<file path="src/verilog/portal_params.svh">
`ifndef PORTAL_PARAMS_SVH
`define PORTAL_PARAMS_SVH

// Bus and payload widths
`define PORTAL_ADDR_W 16
`define PORTAL_DATA_W 32
`define PORTAL_ID_W 6
`define PORTAL_LEN_W 4  // Holds beats minus one

// Address map fields
`define PORTAL_OFS_LSB 2  // Word offset sits in bits 4..2
`define PORTAL_WIN_BIT 11  // 0 selects control, 1 selects FIFO
`define PORTAL_SEL_BIT 12  // 0 selects indication, 1 selects request

// Echo queue behind the portals
`define ECHO_DEPTH 4

// Portal identity words
`define IND_PORTAL_NUM 5
`define REQ_PORTAL_NUM 6
`define PORTAL_COUNT 2

`endif

</file>
<file path="src/verilog/portalPkg.sv">
`default_nettype none

`include "portal_params.svh"

package portalPkg;

  // Burst request from the bus master, for reads and writes alike
  typedef struct packed {
    logic [`PORTAL_ADDR_W-1:0] addr;
    logic [`PORTAL_LEN_W-1:0]  len;
    logic [`PORTAL_ID_W-1:0]   id;
  } burstReqT;

  // One word access to a portal register
  typedef struct packed {
    logic                    portal;   // High for the request portal
    logic                    fifoWin;  // High for the FIFO window
    logic [2:0]              offset;
    logic [`PORTAL_ID_W-1:0] id;
    logic                    last;
  } portalBeatT;

  typedef struct packed {
    logic [`PORTAL_DATA_W-1:0] data;
    logic                      last;
  } writeBeatT;

  typedef struct packed {
    logic [`PORTAL_DATA_W-1:0] data;
    logic [`PORTAL_ID_W-1:0]   id;
    logic                      last;
  } readBeatT;

  typedef struct packed {
    logic [`PORTAL_ID_W-1:0] id;
  } doneT;

endpackage

`default_nettype wire

</file>
<file path="src/verilog/portalFifo.sv">
`timescale 1ns/1ps
`default_nettype none

module portalFifo #(
  parameter int  DEPTH = 2,
  parameter type T     = logic
) (
  input  logic CLK,
  input  logic RST_N,
  input  logic inValid,
  input  T     inData,
  output logic inReady,
  output logic outValid,
  output T     outData,
  input  logic outReady
);

  localparam int               PTR_W    = (DEPTH > 1) ? $clog2(DEPTH) : 1;
  localparam logic [PTR_W-1:0] LAST_IDX = PTR_W'(DEPTH - 1);
  localparam logic [PTR_W:0]   FULL_CNT = (PTR_W + 1)'(DEPTH);

  T                 mem [DEPTH];
  logic [PTR_W-1:0] wrPtr;
  logic [PTR_W-1:0] rdPtr;
  logic [PTR_W:0]   count;
  logic             push;
  logic             pop;

  assign outValid = (count != '0);
  assign inReady  = (count != FULL_CNT) || outReady;  // A full queue still takes a push beside a pop
  assign push     = inValid && inReady;
  assign pop      = outValid && outReady;
  assign outData  = mem[rdPtr];

  always_ff @(posedge CLK) begin
    if (!RST_N) begin
      wrPtr <= '0;
      rdPtr <= '0;
      count <= '0;
    end else begin
      if (push)
        wrPtr <= (wrPtr == LAST_IDX) ? '0 : wrPtr + 1'b1;
      if (pop)
        rdPtr <= (rdPtr == LAST_IDX) ? '0 : rdPtr + 1'b1;
      if (push && !pop)
        count <= count + 1'b1;
      else if (pop && !push)
        count <= count - 1'b1;
    end
  end

  always_ff @(posedge CLK) begin
    if (push)
      mem[wrPtr] <= inData;
  end

endmodule

`default_nettype wire

</file>
<file path="src/verilog/burstSequencer.sv">
`timescale 1ns/1ps
`default_nettype none

`include "portal_params.svh"

module burstSequencer
  import portalPkg::*;
(
  input  logic       CLK,
  input  logic       RST_N,
  input  logic       reqValid,
  input  burstReqT   req,
  output logic       reqReady,
  output logic       beatValid,
  output portalBeatT beat,
  input  logic       beatReady
);

  logic                     busy;
  logic [2:0]               offset;
  logic [`PORTAL_LEN_W-1:0] remaining;  // Beats still to go after the present one
  logic [`PORTAL_ID_W-1:0]  id;
  logic                     portalSel;
  logic                     fifoWin;
  logic                     reqFire;
  logic                     beatFire;

  assign reqReady  = !busy;
  assign beatValid = busy;
  assign reqFire   = reqValid && reqReady;
  assign beatFire  = beatValid && beatReady;

  always_comb begin
    beat.portal  = portalSel;
    beat.fifoWin = fifoWin;
    beat.offset  = offset;
    beat.id      = id;
    beat.last    = (remaining == '0);
  end

  always_ff @(posedge CLK) begin
    if (!RST_N)
      busy <= 1'b0;
    else if (reqFire)
      busy <= 1'b1;
    else if (beatFire && beat.last)
      busy <= 1'b0;
  end

  always_ff @(posedge CLK) begin
    if (reqFire) begin
      offset    <= req.addr[`PORTAL_OFS_LSB +: 3];
      remaining <= req.len;
      id        <= req.id;
      portalSel <= req.addr[`PORTAL_SEL_BIT];
      fifoWin   <= req.addr[`PORTAL_WIN_BIT];
    end else if (beatFire) begin
      offset    <= offset + 3'd1;  // Wraps inside the 32-byte window
      remaining <= remaining - 1'b1;
    end
  end

endmodule

`default_nettype wire

</file>
<file path="src/verilog/portalRegs.sv">
`timescale 1ns/1ps
`default_nettype none

`include "portal_params.svh"

module portalRegs
  import portalPkg::*;
(
  input  logic                      CLK,
  input  logic                      RST_N,
  input  portalBeatT                rdBeat,
  input  logic                      rdStrobe,
  output logic [`PORTAL_DATA_W-1:0] rdData,
  input  portalBeatT                wrBeat,
  input  logic [`PORTAL_DATA_W-1:0] wrData,
  input  logic                      wrStrobe,
  output logic                      wrBusy,
  output logic                      irq
);

  localparam int DW = `PORTAL_DATA_W;

  logic          indEnable;
  logic          reqEnable;
  logic          pushBeat;
  logic          popBeat;
  logic          echoReady;
  logic          echoValid;
  logic [DW-1:0] echoHead;
  logic          rdPending;
  logic          rdEnable;

  assign pushBeat  = wrBeat.portal && wrBeat.fifoWin && (wrBeat.offset == 3'd0);
  assign popBeat   = !rdBeat.portal && rdBeat.fifoWin && (rdBeat.offset == 3'd0);
  assign wrBusy    = pushBeat && !echoReady;  // Holds the write path until a pop frees a slot
  assign irq       = indEnable && echoValid;
  assign rdPending = !rdBeat.portal && echoValid;  // Request portal never has anything pending
  assign rdEnable  = rdBeat.portal ? reqEnable : indEnable;

  // Echo queue standing in for the user logic
  portalFifo #(
    .DEPTH(`ECHO_DEPTH),
    .T    (logic [DW-1:0])
  ) echoQ (
    .CLK     (CLK),
    .RST_N   (RST_N),
    .inValid (wrStrobe && pushBeat),
    .inData  (wrData),
    .inReady (echoReady),
    .outValid(echoValid),
    .outData (echoHead),
    .outReady(rdStrobe && popBeat)
  );

  always_comb begin
    rdData = '0;
    if (!rdBeat.fifoWin) begin
      case (rdBeat.offset)
        3'd0, 3'd3: rdData = DW'(rdPending);
        3'd1:       rdData = DW'(rdEnable);
        3'd2:       rdData = DW'(1);  // One channel per portal
        3'd4:       rdData = rdBeat.portal ? DW'(`REQ_PORTAL_NUM) : DW'(`IND_PORTAL_NUM);
        3'd5:       rdData = DW'(`PORTAL_COUNT);
        default:    rdData = '0;
      endcase
    end else if (rdBeat.portal) begin
      if (rdBeat.offset == 3'd1)
        rdData = DW'(echoReady);
    end else begin
      case (rdBeat.offset)
        3'd0:    rdData = echoValid ? echoHead : '0;
        3'd1:    rdData = DW'(echoValid);
        default: rdData = '0;
      endcase
    end
  end

  always_ff @(posedge CLK) begin
    if (!RST_N) begin
      indEnable <= 1'b0;
      reqEnable <= 1'b0;
    end else if (wrStrobe && !wrBeat.fifoWin && (wrBeat.offset == 3'd1)) begin
      if (wrBeat.portal)
        reqEnable <= wrData[0];
      else
        indEnable <= wrData[0];
    end
  end

endmodule

`default_nettype wire

</file>
<file path="src/verilog/portalReadPath.sv">
`timescale 1ns/1ps
`default_nettype none

`include "portal_params.svh"

module portalReadPath
  import portalPkg::*;
(
  input  logic                      CLK,
  input  logic                      RST_N,
  input  logic                      beatValid,
  input  portalBeatT                beat,
  output logic                      beatReady,
  output portalBeatT                rdBeat,
  output logic                      rdStrobe,
  input  logic [`PORTAL_DATA_W-1:0] rdData,
  output logic                      outValid,
  output readBeatT                  out,
  input  logic                      outReady
);

  readBeatT result;
  logic     resultReady;

  assign rdBeat    = beat;
  assign rdStrobe  = beatValid && resultReady;  // A pop only happens once the data has a slot
  assign beatReady = resultReady;

  always_comb begin
    result.data = rdData;
    result.id   = beat.id;
    result.last = beat.last;
  end

  portalFifo #(
    .DEPTH(2),
    .T    (readBeatT)
  ) resultQ (
    .CLK     (CLK),
    .RST_N   (RST_N),
    .inValid (beatValid),
    .inData  (result),
    .inReady (resultReady),
    .outValid(outValid),
    .outData (out),
    .outReady(outReady)
  );

endmodule

`default_nettype wire

</file>
<file path="src/verilog/portalWritePath.sv">
`timescale 1ns/1ps
`default_nettype none

`include "portal_params.svh"

module portalWritePath
  import portalPkg::*;
(
  input  logic                      CLK,
  input  logic                      RST_N,
  input  logic                      beatValid,
  input  portalBeatT                beat,
  output logic                      beatReady,
  input  logic                      dataValid,
  input  writeBeatT                 data,
  output logic                      dataReady,
  output portalBeatT                wrBeat,
  output logic [`PORTAL_DATA_W-1:0] wrData,
  output logic                      wrStrobe,
  input  logic                      wrBusy,
  output logic                      doneValid,
  output doneT                      done,
  input  logic                      doneReady
);

  doneT doneIn;
  logic doneRoom;
  logic fire;

  // The sequencer decides the burst end, so data.last plays no part here
  assign fire      = beatValid && dataValid && !wrBusy && (!beat.last || doneRoom);
  assign beatReady = fire;
  assign dataReady = fire;
  assign wrBeat    = beat;
  assign wrData    = data.data;
  assign wrStrobe  = fire;
  assign doneIn.id = beat.id;

  portalFifo #(
    .DEPTH(2),
    .T    (doneT)
  ) doneQ (
    .CLK     (CLK),
    .RST_N   (RST_N),
    .inValid (fire && beat.last),
    .inData  (doneIn),
    .inReady (doneRoom),
    .outValid(doneValid),
    .outData (done),
    .outReady(doneReady)
  );

endmodule

`default_nettype wire

</file>
<file path="src/verilog/portalBridgeTop.sv">
`timescale 1ns/1ps
`default_nettype none

`include "portal_params.svh"

module portalBridgeTop
  import portalPkg::*;
(
  input  logic     CLK,
  input  logic     RST_N,
  input  logic     rdReqValid,
  input  burstReqT rdReq,
  output logic     rdReqReady,
  output logic     rdValid,
  output readBeatT rdBeat,
  input  logic     rdReady,
  input  logic     wrReqValid,
  input  burstReqT wrReq,
  output logic     wrReqReady,
  input  logic     wrDataValid,
  input  writeBeatT wrData,
  output logic     wrDataReady,
  output logic     doneValid,
  output doneT     done,
  input  logic     doneReady,
  output logic     irq
);

  portalBeatT                rdSeqBeat;
  logic                      rdSeqValid;
  logic                      rdSeqReady;
  portalBeatT                rdPathBeat;
  logic                      rdPathValid;
  logic                      rdPathReady;
  portalBeatT                wrSeqBeat;
  logic                      wrSeqValid;
  logic                      wrSeqReady;
  portalBeatT                wrPathBeat;
  logic                      wrPathValid;
  logic                      wrPathReady;
  writeBeatT                 wrDataQ;
  logic                      wrDataQValid;
  logic                      wrDataQReady;
  portalBeatT                regRdBeat;
  logic                      regRdStrobe;
  logic [`PORTAL_DATA_W-1:0] regRdData;
  portalBeatT                regWrBeat;
  logic [`PORTAL_DATA_W-1:0] regWrData;
  logic                      regWrStrobe;
  logic                      regWrBusy;

  // Read pipeline
  burstSequencer rdSeq (
    .CLK(CLK), .RST_N(RST_N), .reqValid(rdReqValid), .req(rdReq), .reqReady(rdReqReady),
    .beatValid(rdSeqValid), .beat(rdSeqBeat), .beatReady(rdSeqReady)
  );

  portalFifo #(.DEPTH(2), .T(portalBeatT)) rdBeatQ (
    .CLK(CLK), .RST_N(RST_N), .inValid(rdSeqValid), .inData(rdSeqBeat), .inReady(rdSeqReady),
    .outValid(rdPathValid), .outData(rdPathBeat), .outReady(rdPathReady)
  );

  portalReadPath readPath (
    .CLK(CLK), .RST_N(RST_N), .beatValid(rdPathValid), .beat(rdPathBeat),
    .beatReady(rdPathReady), .rdBeat(regRdBeat), .rdStrobe(regRdStrobe), .rdData(regRdData),
    .outValid(rdValid), .out(rdBeat), .outReady(rdReady)
  );

  // Write pipeline
  burstSequencer wrSeq (
    .CLK(CLK), .RST_N(RST_N), .reqValid(wrReqValid), .req(wrReq), .reqReady(wrReqReady),
    .beatValid(wrSeqValid), .beat(wrSeqBeat), .beatReady(wrSeqReady)
  );

  portalFifo #(.DEPTH(2), .T(portalBeatT)) wrBeatQ (
    .CLK(CLK), .RST_N(RST_N), .inValid(wrSeqValid), .inData(wrSeqBeat), .inReady(wrSeqReady),
    .outValid(wrPathValid), .outData(wrPathBeat), .outReady(wrPathReady)
  );

  portalFifo #(.DEPTH(2), .T(writeBeatT)) wrDataQueue (
    .CLK(CLK), .RST_N(RST_N), .inValid(wrDataValid), .inData(wrData), .inReady(wrDataReady),
    .outValid(wrDataQValid), .outData(wrDataQ), .outReady(wrDataQReady)
  );

  portalWritePath writePath (
    .CLK(CLK), .RST_N(RST_N), .beatValid(wrPathValid), .beat(wrPathBeat),
    .beatReady(wrPathReady), .dataValid(wrDataQValid), .data(wrDataQ),
    .dataReady(wrDataQReady), .wrBeat(regWrBeat), .wrData(regWrData),
    .wrStrobe(regWrStrobe), .wrBusy(regWrBusy), .doneValid(doneValid), .done(done),
    .doneReady(doneReady)
  );

  portalRegs regs (
    .CLK(CLK), .RST_N(RST_N), .rdBeat(regRdBeat), .rdStrobe(regRdStrobe), .rdData(regRdData),
    .wrBeat(regWrBeat), .wrData(regWrData), .wrStrobe(regWrStrobe), .wrBusy(regWrBusy),
    .irq(irq)
  );

endmodule

`default_nettype wire

</file>
<file path="config.mk">
export PLATFORM = sky130hd
export DESIGN_NAME = portalBridgeTop
export DESIGN_NICKNAME = d
export VERILOG_FILES = /design/src/verilog/portalPkg.sv /design/src/verilog/portalFifo.sv /design/src/verilog/burstSequencer.sv /design/src/verilog/portalRegs.sv /design/src/verilog/portalReadPath.sv /design/src/verilog/portalWritePath.sv /design/src/verilog/portalBridgeTop.sv
export VERILOG_INCLUDE_DIRS = /design/src /design/src/verilog
export SDC_FILE = /design/constraint.sdc
export NUM_CORES = 1
export LEC_CHECK = 0
export BUFFER_PORTS_ARGS = -buffer_cell sky130_fd_sc_hd__buf_2
export CORE_MARGIN = 2
export CORE_UTILIZATION = 30
export DETAILED_ROUTE_END_ITERATION = 7
export MAX_ROUTING_LAYER = met4
export PLACE_DENSITY = 0.5
export SYNTH_ARGS = -nofsm -noshare
export SYNTH_HDL_FRONTEND = slang
export SYNTH_HIERARCHICAL = 1
export SYNTH_SLANG_ARGS = --single-unit
</file>
<file path="constraint.sdc">
create_clock -name CLK -period 4.2 [get_ports CLK]
set_input_delay 0.84 -clock CLK [delete_from_list [all_inputs] [get_ports CLK]]
set_output_delay 0.84 -clock CLK [all_outputs]
set_load 0.05 [all_outputs]
</file>
# Word-level counts from Yosys, hierarchy flattened

Memory sizes are Yosys's and may differ from the RTL's. A register that Yosys moved wholly into a read port is not among the register bits.
Index checks and enable logic that the tools add are counted.

Bits of input ports: 92
Logic and storage cells: 239
Bits in registers: 61
Memory bits (writable): 332
Memories kept: 6
Output and inout port bits: 51

Muxes and demuxes: 68
Bitwise gates (word level): 1
Reduce and logical (&&, ||, !) cells: 90
Equal/unequal tests: 14
Add/subtract/negate cells: 28

Memory list:

| memory               | depth | bits a word | rd ports | clocked after memory_dff | write ports | line             | RTL |
|---|---|---|---|---|---|---|---|
| regs.echoQ.mem       | 4     | 32          | 1        | 1                        | 1           | portalFifo.sv:22 | `T mem [DEPTH];` |
| readPath.resultQ.mem | 2     | 39          | 1        | 1                        | 1           | portalFifo.sv:22 |  |
| wrDataQueue.mem      | 2     | 33          | 1        | 1                        | 1           | portalFifo.sv:22 |  |
| rdBeatQ.mem          | 2     | 12          | 1        | 1                        | 1           | portalFifo.sv:22 |  |
| wrBeatQ.mem          | 2     | 12          | 1        | 1                        | 1           | portalFifo.sv:22 |  |
| writePath.doneQ.mem  | 2     | 6           | 1        | 1                        | 1           | portalFifo.sv:22 |  |

Operator list:

| cell                                                                  | number |
|---|---|
| 32-bit one-hot mux with 5 select lines                                | 1 |
| 32-bit two-way mux                                                    | 3 |
| 32-bit one-hot mux with 2 select lines                                | 1 |
| 1-bit logical AND                                                     | 42 |
| 1-bit two-way mux                                                     | 38 |
| 2-bit two-way mux                                                     | 15 |
| 2-bit nonzero test                                                    | 15 |
| 1-bit zero test                                                       | 18 |
| 3-bit two-way mux                                                     | 6 |
| 4-bit two-way mux                                                     | 4 |
| 2-bit by 1-bit adder with 2-bit output, second input constant         | 7 |
| 1-bit adder, second input constant                                    | 10 |
| 2-bit inequality test, second input constant                          | 5 |
| 2-bit by 1-bit subtractor with 2-bit output, second input constant    | 5 |
| 3-bit by 1-bit adder with 3-bit output, second input constant         | 3 |
| 4-bit zero test                                                       | 2 |
| 4-bit by 1-bit subtractor with 4-bit output, second input constant    | 2 |
| 1-bit logical OR                                                      | 7 |
| 3-bit by 1-bit equality test with 1-bit output, second input constant | 2 |
| 3-bit by 2-bit equality test with 1-bit output, second input constant | 2 |
| 3-bit equality test, second input constant                            | 2 |
| 3-bit zero test                                                       | 2 |
| 2-bit equality test, second input constant                            | 2 |
| 2-bit AND reduction                                                   | 2 |
| 5 further kinds                                                       | 5 |

# Logic depth before layout (Yosys ltp)

Gate-level depths: netlist (run 1).

Word-level depth: 16
Mapped depth: 19
Gate-level depth less buffers: 15

# By module

Netlist (run 1), hierarchy kept.

By module, submodules not included:

| module                         | cells each | seq. area each (um^2) | instances | area an instance (um^2) |
|---|---|---|---|---|
| portalFifo at regs.echoQ       | 218        | 4023.9                | 1         | 5087.4 |
| portalFifo at readPath.resultQ | 145        | 2442.3                | 1         | 3054.2 |
| portalFifo at wrDataQueue      | 127        | 2082.0                | 1         | 2623.8 |
| portalFifo at rdBeatQ ...      | 61         | 820.8                 | 2         | 1111.1 |
| burstSequencer                 | 46         | 470.5                 | 2         | 718.2 |
| portalFifo at writePath.doneQ  | 43         | 460.4                 | 1         | 681.9 |
| portalRegs                     | 70         | 40.0                  | 1         | 452.9 |
| portalWritePath                | 51         | 0.0                   | 1         | 381.6 |
| portalReadPath                 | 13         | 0.0                   | 1         | 96.3 |

# Worst setup path after synthesis (run 1)

OpenSTA, ideal clock, no wires.

Path type: input -> register
Start: input rdReady
End: register wrDataQueue.count[1]
Data arrival time: 4.269 ns
Cell stages on the path: 13
Library setup time: 0.070 ns
Buffers on the path: 2
Slack: -0.139 ns
Required time: 4.130 ns
Path through: or3b_4 -> and2_1 -> and3_1 -> or4b_4 -> buf_6 -> nor4_1 -> nor3_2 -> buf_4 -> or3b_4 -> and2_4 -> ha_1 -> or3_1 -> a21boi_1

Cells in the longest elaborated chain, start to end: 14
Elaborated cells on any way between the ends: 18
Those cells by class: 1 x mux; 17 x reduce/logical

RTL lines:

| what                                | line                  | RTL |
|---|---|---|
| from (decl)                         | portalBridgeTop.sv:16 | `input logic rdReady,` |
| 1-bit logical OR *                  | portalFifo.sv:30      | `assign inReady = (count != FULL_CNT) \|\| outReady;` |
| 1-bit logical AND *                 | portalReadPath.sv:26  | `assign rdStrobe = beatValid && resultReady;` |
| net regRdStrobe                     | portalBridgeTop.sv:45 | `logic regRdStrobe;` |
| 1-bit logical AND *                 | portalRegs.sv:52      | `.outReady(rdStrobe && popBeat)` |
| 1-bit logical OR *                  | portalFifo.sv:30      |  |
| net regs.echoReady                  | portalRegs.sv:27      | `logic echoReady;` |
| 1-bit zero test *                   | portalRegs.sv:35      | `assign wrBusy = pushBeat && !echoReady;` |
| 1-bit logical AND *                 | portalRegs.sv:35      |  |
| net regWrBusy                       | portalBridgeTop.sv:50 | `logic regWrBusy;` |
| (+3 left out)                       | n/a                   |  |
| net wrPathReady                     | portalBridgeTop.sv:40 | `logic wrPathReady;` |
| 1-bit logical OR *                  | portalFifo.sv:30      |  |
| net wrDataReady                     | portalBridgeTop.sv:22 | `output logic wrDataReady,` |
| 1-bit logical AND *                 | portalFifo.sv:31      | `assign push = inValid && inReady;` |
| net wrDataQueue.push                | portalFifo.sv:26      | `logic push;` |
| 1-bit zero test                     | portalFifo.sv:47      | `else if (pop && !push)` |
| 1-bit logical AND                   | portalFifo.sv:47      |  |
| 2-bit nonzero test (no source line) | n/a                   |  |
| to (signal assigned)                | portalFifo.sv:46      | `count <= count + 1'b1;` |
| to (signal assigned)                | portalFifo.sv:48      | `count <= count - 1'b1;` |
| to (decl)                           | portalFifo.sv:25      | `logic [PTR_W:0] count;` |

Mark *: on every way through the listed nets, which the timed path passes. The rest lies on a longest branch.
A chain may end at the register's enable or synchronous reset.

# Worst setup path after layout (run 1)

Start: register readPath.resultQ.count[0]
End: output wrDataReady

Cells in the longest elaborated chain, start to end: 11

RTL lines:

| what                           | line                  | RTL |
|---|---|---|
| from (decl)                    | portalFifo.sv:25      |  |
| from (signal assigned)         | portalFifo.sv:46      |  |
| from (signal assigned)         | portalFifo.sv:48      |  |
| 2-bit inequality test          | portalFifo.sv:30      |  |
| 1-bit logical OR               | portalFifo.sv:30      |  |
| net rdPathReady                | portalBridgeTop.sv:34 | `logic rdPathReady;` |
| 1-bit logical AND              | portalReadPath.sv:26  |  |
| net regRdStrobe                | portalBridgeTop.sv:45 |  |
| 1-bit logical AND              | portalRegs.sv:52      |  |
| 1-bit logical OR               | portalFifo.sv:30      |  |
| net regs.echoReady             | portalRegs.sv:27      |  |
| 1-bit zero test                | portalRegs.sv:35      |  |
| 1-bit logical AND              | portalRegs.sv:35      |  |
| net regWrBusy                  | portalBridgeTop.sv:50 |  |
| 1-bit zero test                | portalWritePath.sv:31 | `assign fire = beatValid && dataValid && !wrBusy && (!beat.last \|\| doneRoom);` |
| 1-bit logical AND (2 in a row) | portalWritePath.sv:31 |  |
| net wrPathReady                | portalBridgeTop.sv:40 |  |
| 1-bit logical OR               | portalFifo.sv:30      |  |
| to (decl)                      | portalBridgeTop.sv:22 |  |

The timed path passes the listed nets, and every way through them passes these cells.

==> impl_metrics.py, run 1 <==
metrics = {
    "setup_path": {
        "critPathKind": "reg -> out",
        "crit_end": "wrDataReady",
        "crit_arrival_ns": 3.22,
        "crit_path_start": "readPath/resultQ/count[0]",
        "path_common_cell": "or3b_4",
        "crit_path_start_kind": "flop",
        "r2r_cells": 15,
        "r2r_setup_slack_ns": 0.34,
        "crit_path_max_incr_delay_ns": 0.53,
        "worstPathMaxFanout": 5,
        "cp.required_ns": 3.36,
        "r2r-end": "regs/echoQ/count[2]",
        "cp_slowest_cell": "or4b_4",
        "crit_chain": "or3b_4 > and2_1 > and3_4 > or4b_4 > nor4_4 > nor3_4 > or3b_4 > buf_8",
        "endpoint_kind": "output pin",
    },
    "floorplanning": {
        "io_pins": 143,
        "rows": 84,
        "dieWidth_um": 234,
        "die_area_sq_um": 54700,
        "initial_core_util": 0.302,
        "die_y_um": 234,
        "core_sq_um": 52400,
    },
    "finish": {
        "mostFrequentLayoutCells": "edfxtp_1 (360), buf_2 (118), mux2_2 (106), and2_1 (47), clkbuf_16 (45)",
        "drive_above_1_share": 0.405,
        "area_delta_synth_final_pct": 17.4,
        "final_nets": 1084,
        "nFillCells": 4898,
        "layout.cells.non_filler": 1711,
        "final_common_cell": "edfxtp_1",
    },
    "placement": {
        "dp_cells": 1613,
        "port_buffers": 119,
        "gp_congestion": 0.713,
        "hpwl_mm": 18.5,
    },
    "drt": {
        "num_vias": 7360,
        "drc": 0,
        "routed_wl_mm": 29.3,
        "wl_per_cell_um": 17.1,
        "ant_nets": 0,
        "avgViaCountPerCell": 4.30,
        "first_pass_iters": 4,
        "first_iter_violations": 350,
    },
    "global_route": {
        "grt_pass1_vias": 7419,
        "grt_usage": 0.111,
        "grt_pass1_wl_mm": 44.2,
        "grt_max_degree": 47,
        "antenna_found_initial": 14,
        "grt.overflow.total": 0,
    },
    "pwr": {
        "p_leak_nw": 6.39,
        "peakVddDrop_mv": 0.258,
        "power.density_nw_per_um2": 642,
    },
    "timing": {
        "fin_crit_sh": 0.967,
        "fin_skew_ns": 0.0286,
        "tightest_slew_ns": 1.08,
        "hold_viol_final": 0,
        "clock.fmax_mhz": 246,
        "setup_viol": 0,
        "hold_ws_ns": 0.422,
        "rsz0062_at_grt": "no",
        "timing.slew.headroom": 0.281,
        "finalWorstPathRequiredPeriod_ns": 4.06,
        "slew_violations": 0,
    },
    "cts": {
        "clock-root-buffer": "clkbuf_16",
        "cts.clk_slew.worst_paths_ns": 0.06,
        "cts_made_buffers": 45,
        "clock_sink_count": 398,
        "cts_max_level": 2,
        "cts_tree": "done",
        "clock_path_buffers": 3,
        "cts.hold.buffers_added": 0,
        "insertion_delay_ns": 0.59,
    },
    "synth": {
        "postSynthAreaPerCell_sq_um": 18.4,
        "synthCells": 864,
        "synthesis.nets": 972,
        "yosysWarnings": 6,
        "synth_area_sq_um": 15900,
    },
    "run_status": {
        "outcome": "finished clean",
    },
    "hold_path": {
        "hold_path.class": "in -> reg",
    },
    "flow_run": {
        "maxCapViolCount": 0,
    },
}
[through the flow]
step	setup slack [ns]	cell area [sq um]	power, mW	util	setup TNS [ns]
floorplan	0.0202	15900	7.42	-	0
global placement	-0.147	17000	7.93	0.323	-0.147
detailed placement	-0.153	17000	7.97	0.323	-0.153
CTS	0.0136	18600	12.2	0.354	0
global route	0.0246	18600	12.5	0.355	0
finish	0.137	18600	11.9	0.355	0
[area by class of cell]
type | instances | area (sq um) | share of cell area
tap | 688 | 861 | 0.0462
multi-input combinational | 377 | 3760 | 0.202
clock inverter | 31 | 384 | 0.0206
clock buffer | 50 | 1170 | 0.0631
sequential | 398 | 11600 | 0.622
inverter | 14 | 52.6 | 0.00282
timing repair buffer | 140 | 776 | 0.0417
antenna | 13 | 32.5 | 0.00175
[state kept, by name, summed over array words and instances, names as in the netlist, 2 cells and up, named ones only]
| register | count |
|---|---|
| writePath/doneQ/mem | 12 |
| regs/echoQ/wrPtr | 2 |
| regs/echoQ/rdPtr | 2 |
| wrDataQueue/mem | 64 |
| regs/echoQ/count | 3 |
| regs/echoQ/mem | 128 |
| rdSeq/remaining | 4 |
| wrBeatQ/count | 2 |
| wrSeq/remaining | 4 |
| wrDataQueue/count | 2 |
| rdBeatQ/mem | 24 |
| rdBeatQ/count | 2 |
| readPath/resultQ/mem | 78 |
| wrSeq/offset | 3 |
| wrSeq/id | 6 |
| writePath/doneQ/count | 2 |
| rdSeq/offset | 3 |
| rdSeq/id | 6 |
| wrBeatQ/mem | 24 |
| readPath/resultQ/count | 2 |
[critical path: cells and delay by family (launching register included)]
family	cells	cell delay, ns
buf+inv	1	0.17
flops	1	0.34
simple gates	7	2.12
[power by group]
group          switching [mW]  internal, mW
registers               0.242          5.03
logic                    1.70         0.902
clock network            1.61          2.46
[layer usage]
layer	part of all wire	global-route usage	up-vias	wire length (um)
li1	-	-	3530	-
met1	0.47	0.143	3637	13700
met2	0.44	0.162	135	13000
met3	0.061	0.0348	58	1770
met4	0.029	0.0471	0	839
met5	0	-	-	0
[timing repair]
action	4_1_cts	5_1_grt
pin swaps	5	4
gates resized for setup	6	7
endpoints found under the setup margin	2	35
buffers inserted	4	1
[worst min-delay path by stage]
stage,startpoint,to,slack [ns],cells past startpoint
global placement,rdSeq/id[0],rdBeatQ/mem[0][1],0.42,0
CTS,rdReq[21],rdSeq/fifoWin,0.37,1
detailed placement,rdSeq/id[5],rdBeatQ/mem[1][6],0.43,0
global route,rdReq[21],rdSeq/fifoWin,0.39,1
floorplan,rdSeq/id[0],rdBeatQ/mem[0][1],0.42,0
finish,rdReq[21],rdSeq/fifoWin,0.42,1
Power figures use the tool's default switching activity.
==> run 2: changes to the inputs <==
--- a/config.mk
+++ b/config.mk
@@ -6,6 +6,7 @@
 export SDC_FILE = /design/constraint.sdc
 export NUM_CORES = 1
 export LEC_CHECK = 0
+export ABC_AREA = 1
 export BUFFER_PORTS_ARGS = -buffer_cell sky130_fd_sc_hd__buf_2
 export CORE_MARGIN = 2
 export CORE_UTILIZATION = 30
==> impl_metrics.py, run 2 <==
metrics = {
    "run_status": {
        "outcome": "finished clean",
    },
    "timing": {
        "finalWorstPathRequiredPeriod_ns": 3.86,
        "fin_crit_sh": 0.918,
        "tightest_slew_ns": 0.614,
        "setup_viol": 0,
        "rsz0062_at_grt": "no",
        "slew_violations": 0,
        "timing.slew.headroom": 0.590,
        "clock.fmax_mhz": 259,
        "fin_skew_ns": 0.0205,
        "hold_viol_final": 0,
    },
    "hold_path": {
        "hold_path.class": "reg -> reg",
        "min_to": "wrBeatQ/mem[0][5]",
        "whs_path_depth": 0,
        "hold_start": "wrSeq/id[4]",
    },
    "global_route": {
        "grt_max_degree": 65,
        "grt_usage": 0.114,
        "grt.overflow.total": 0,
        "grt_pass1_wl_mm": 48.2,
        "grt_pass1_vias": 8585,
        "antenna_found_initial": 7,
    },
    "synth": {
        "postSynthAreaPerCell_sq_um": 14.1,
        "synthesis.nets": 1278,
        "yosysWarnings": 6,
        "synthCells": 1170,
        "synth_area_sq_um": 16500,
    },
    "cts": {
        "clock_path_buffers": 3,
        "cts_made_buffers": 44,
        "insertion_delay_ns": 0.56,
        "cts_max_level": 2,
        "clock_sink_count": 398,
        "clock-root-buffer": "clkbuf_16",
        "cts_tree": "done",
        "cts.hold.buffers_added": 0,
        "cts.clk_slew.worst_paths_ns": 0.06,
    },
    "floorplanning": {
        "dieWidth_um": 238,
        "io_pins": 143,
        "core_sq_um": 54000,
        "die_area_sq_um": 56700,
        "die_y_um": 238,
        "rows": 85,
        "initial_core_util": 0.305,
    },
    "flow_run": {
        "maxCapViolCount": 0,
    },
    "drt": {
        "avgViaCountPerCell": 4.31,
        "num_vias": 8640,
        "ant_nets": 0,
        "first_pass_iters": 6,
        "routed_wl_mm": 31.4,
        "first_iter_violations": 467,
        "wl_per_cell_um": 15.7,
        "drc": 0,
    },
    "pwr": {
        "p_int_mw": 8.06,
        "seq_power_share": 0.448,
        "p_switching_mw": 3.58,
        "pwr-share-comb": 0.235,
        "power.density_nw_per_um2": 618,
        "peakVddDrop_mv": 0.319,
        "p_leak_nw": 6.90,
        "clkPwrFrac": 0.317,
        "netSwitchingFraction": 0.308,
    },
    "placement": {
        "hpwl_mm": 20.3,
        "port_buffers": 119,
        "gp_congestion": 0.727,
        "placed_area_sq_um": 17400,
        "dp_cells": 1917,
    },
    "setup_path": {
        "r2r_setup_slack_ns": 0.72,
        "crit_arrival_ns": 3.02,
        "crit_path_start_kind": "flop",
        "worstPathMaxFanout": 8,
        "r2r-end": "regs/echoQ/count[2]",
        "critPathKind": "reg -> out",
        "cp.required_ns": 3.36,
        "r2r_cells": 23,
        "endpoint_kind": "output pin",
    },
    "finish": {
        "layout.cells.non_filler": 2003,
        "mostFrequentLayoutCells": "edfxtp_1 (360), nor2_1 (144), nand2_1 (131), buf_2 (119), inv_1 (75)",
        "drive_above_1_share": 0.269,
        "final_cell_area_sq_um": 18800,
        "largest_register_ffs": 128,
        "area_delta_synth_final_pct": 14.3,
        "final_nets": 1375,
        "final_common_cell": "edfxtp_1",
        "largest_register": "regs/echoQ/mem",
        "reg_top3": "regs/echoQ/mem x128, readPath/resultQ/mem x78, wrDataQueue/mem x64",
        "nFillCells": 5230,
    },
}
## run 2: final cells by class
type                    count  area (sq um)  share of cell area
flip-flops and latches    398         11600               0.615
well taps                 696           871              0.0463
multi-input cells         595          3810               0.203
inverters                  90           350              0.0186
repair buffers            138           788              0.0419
diodes                      8          20.0             0.00106
clock buffers              60          1240              0.0661
clock inverters            18           150             0.00798
## run 2: power groups by stage
stage / clock [mW] / sequential, mW / combinational [mW]
6_report: 3.69 / 5.21 / 2.73
5_1_grt: 3.98 / 5.27 / 2.97
4_1_cts: 3.82 / 5.22 / 2.79
3_5_place_dp: 0 / 5.30 / 2.78
3_3_place_gp: 0 / 5.28 / 2.75
2_1_floorplan: 0 / 5.23 / 2.35
## run 2: what timing repair did
item / CTS / global route
buffers inserted: 0 / 0
gates resized for setup: 0 / 2
hold endpoints to repair: 0 / 0
endpoints found under the setup margin: 0 / 1
## run 2: worst max path at each step
stage	startpoint	to	slack, ns	cells after the start
2_1_floorplan	flop	regs/echoQ/mem[3][0]	-0.09	19
3_3_place_gp	rdReady	regs/echoQ/count[2]	0.32	27
3_5_place_dp	rdReady	regs/echoQ/count[2]	0.32	27
4_1_cts	flop	wrDataReady	0.19	13
5_1_grt	flop	wrDataReady	0.02	13
6_report	flop	wrDataReady	0.34	13
## run 2: critical path: stages, from the launching register on
cell	delay, ns
dfxtp_2	0.40
buf_4	0.23
mux2_4	0.35
nand2_1	0.11
nor2_1	0.10
nor2_1	0.11
nand2_1	0.11
nor4_2	0.30
nor2_1	0.08
nand2_1	0.09
inv_1	0.07
inv_1	0.07
nand3_1	0.16
buf_2	0.27
## run 2: layer usage
layer,vias up,track usage,part of all wire
met5,-,-,0
met4,0,0.0322,0.020
met3,49,0.0338,0.061
met2,147,0.168,0.44
met1,4138,0.153,0.48
li1,4306,-,-
## run 2: through the flow
step / utilization / hold WS, ns / power, mW / TNS [ns] / worst slack [ns]
after CTS: 0.348 / 0.416 / 11.8 / 0 / 0.187
after detailed placement: 0.322 / 0.431 / 8.08 / 0 / 0.324
after floorplan: - / 0.421 / 7.58 / -11.00 / -0.0859
after global routing: 0.348 / 0.418 / 12.2 / 0 / 0.0186
final: 0.348 / 0.444 / 11.6 / 0 / 0.343
after global placement: 0.322 / 0.422 / 8.03 / 0 / 0.323
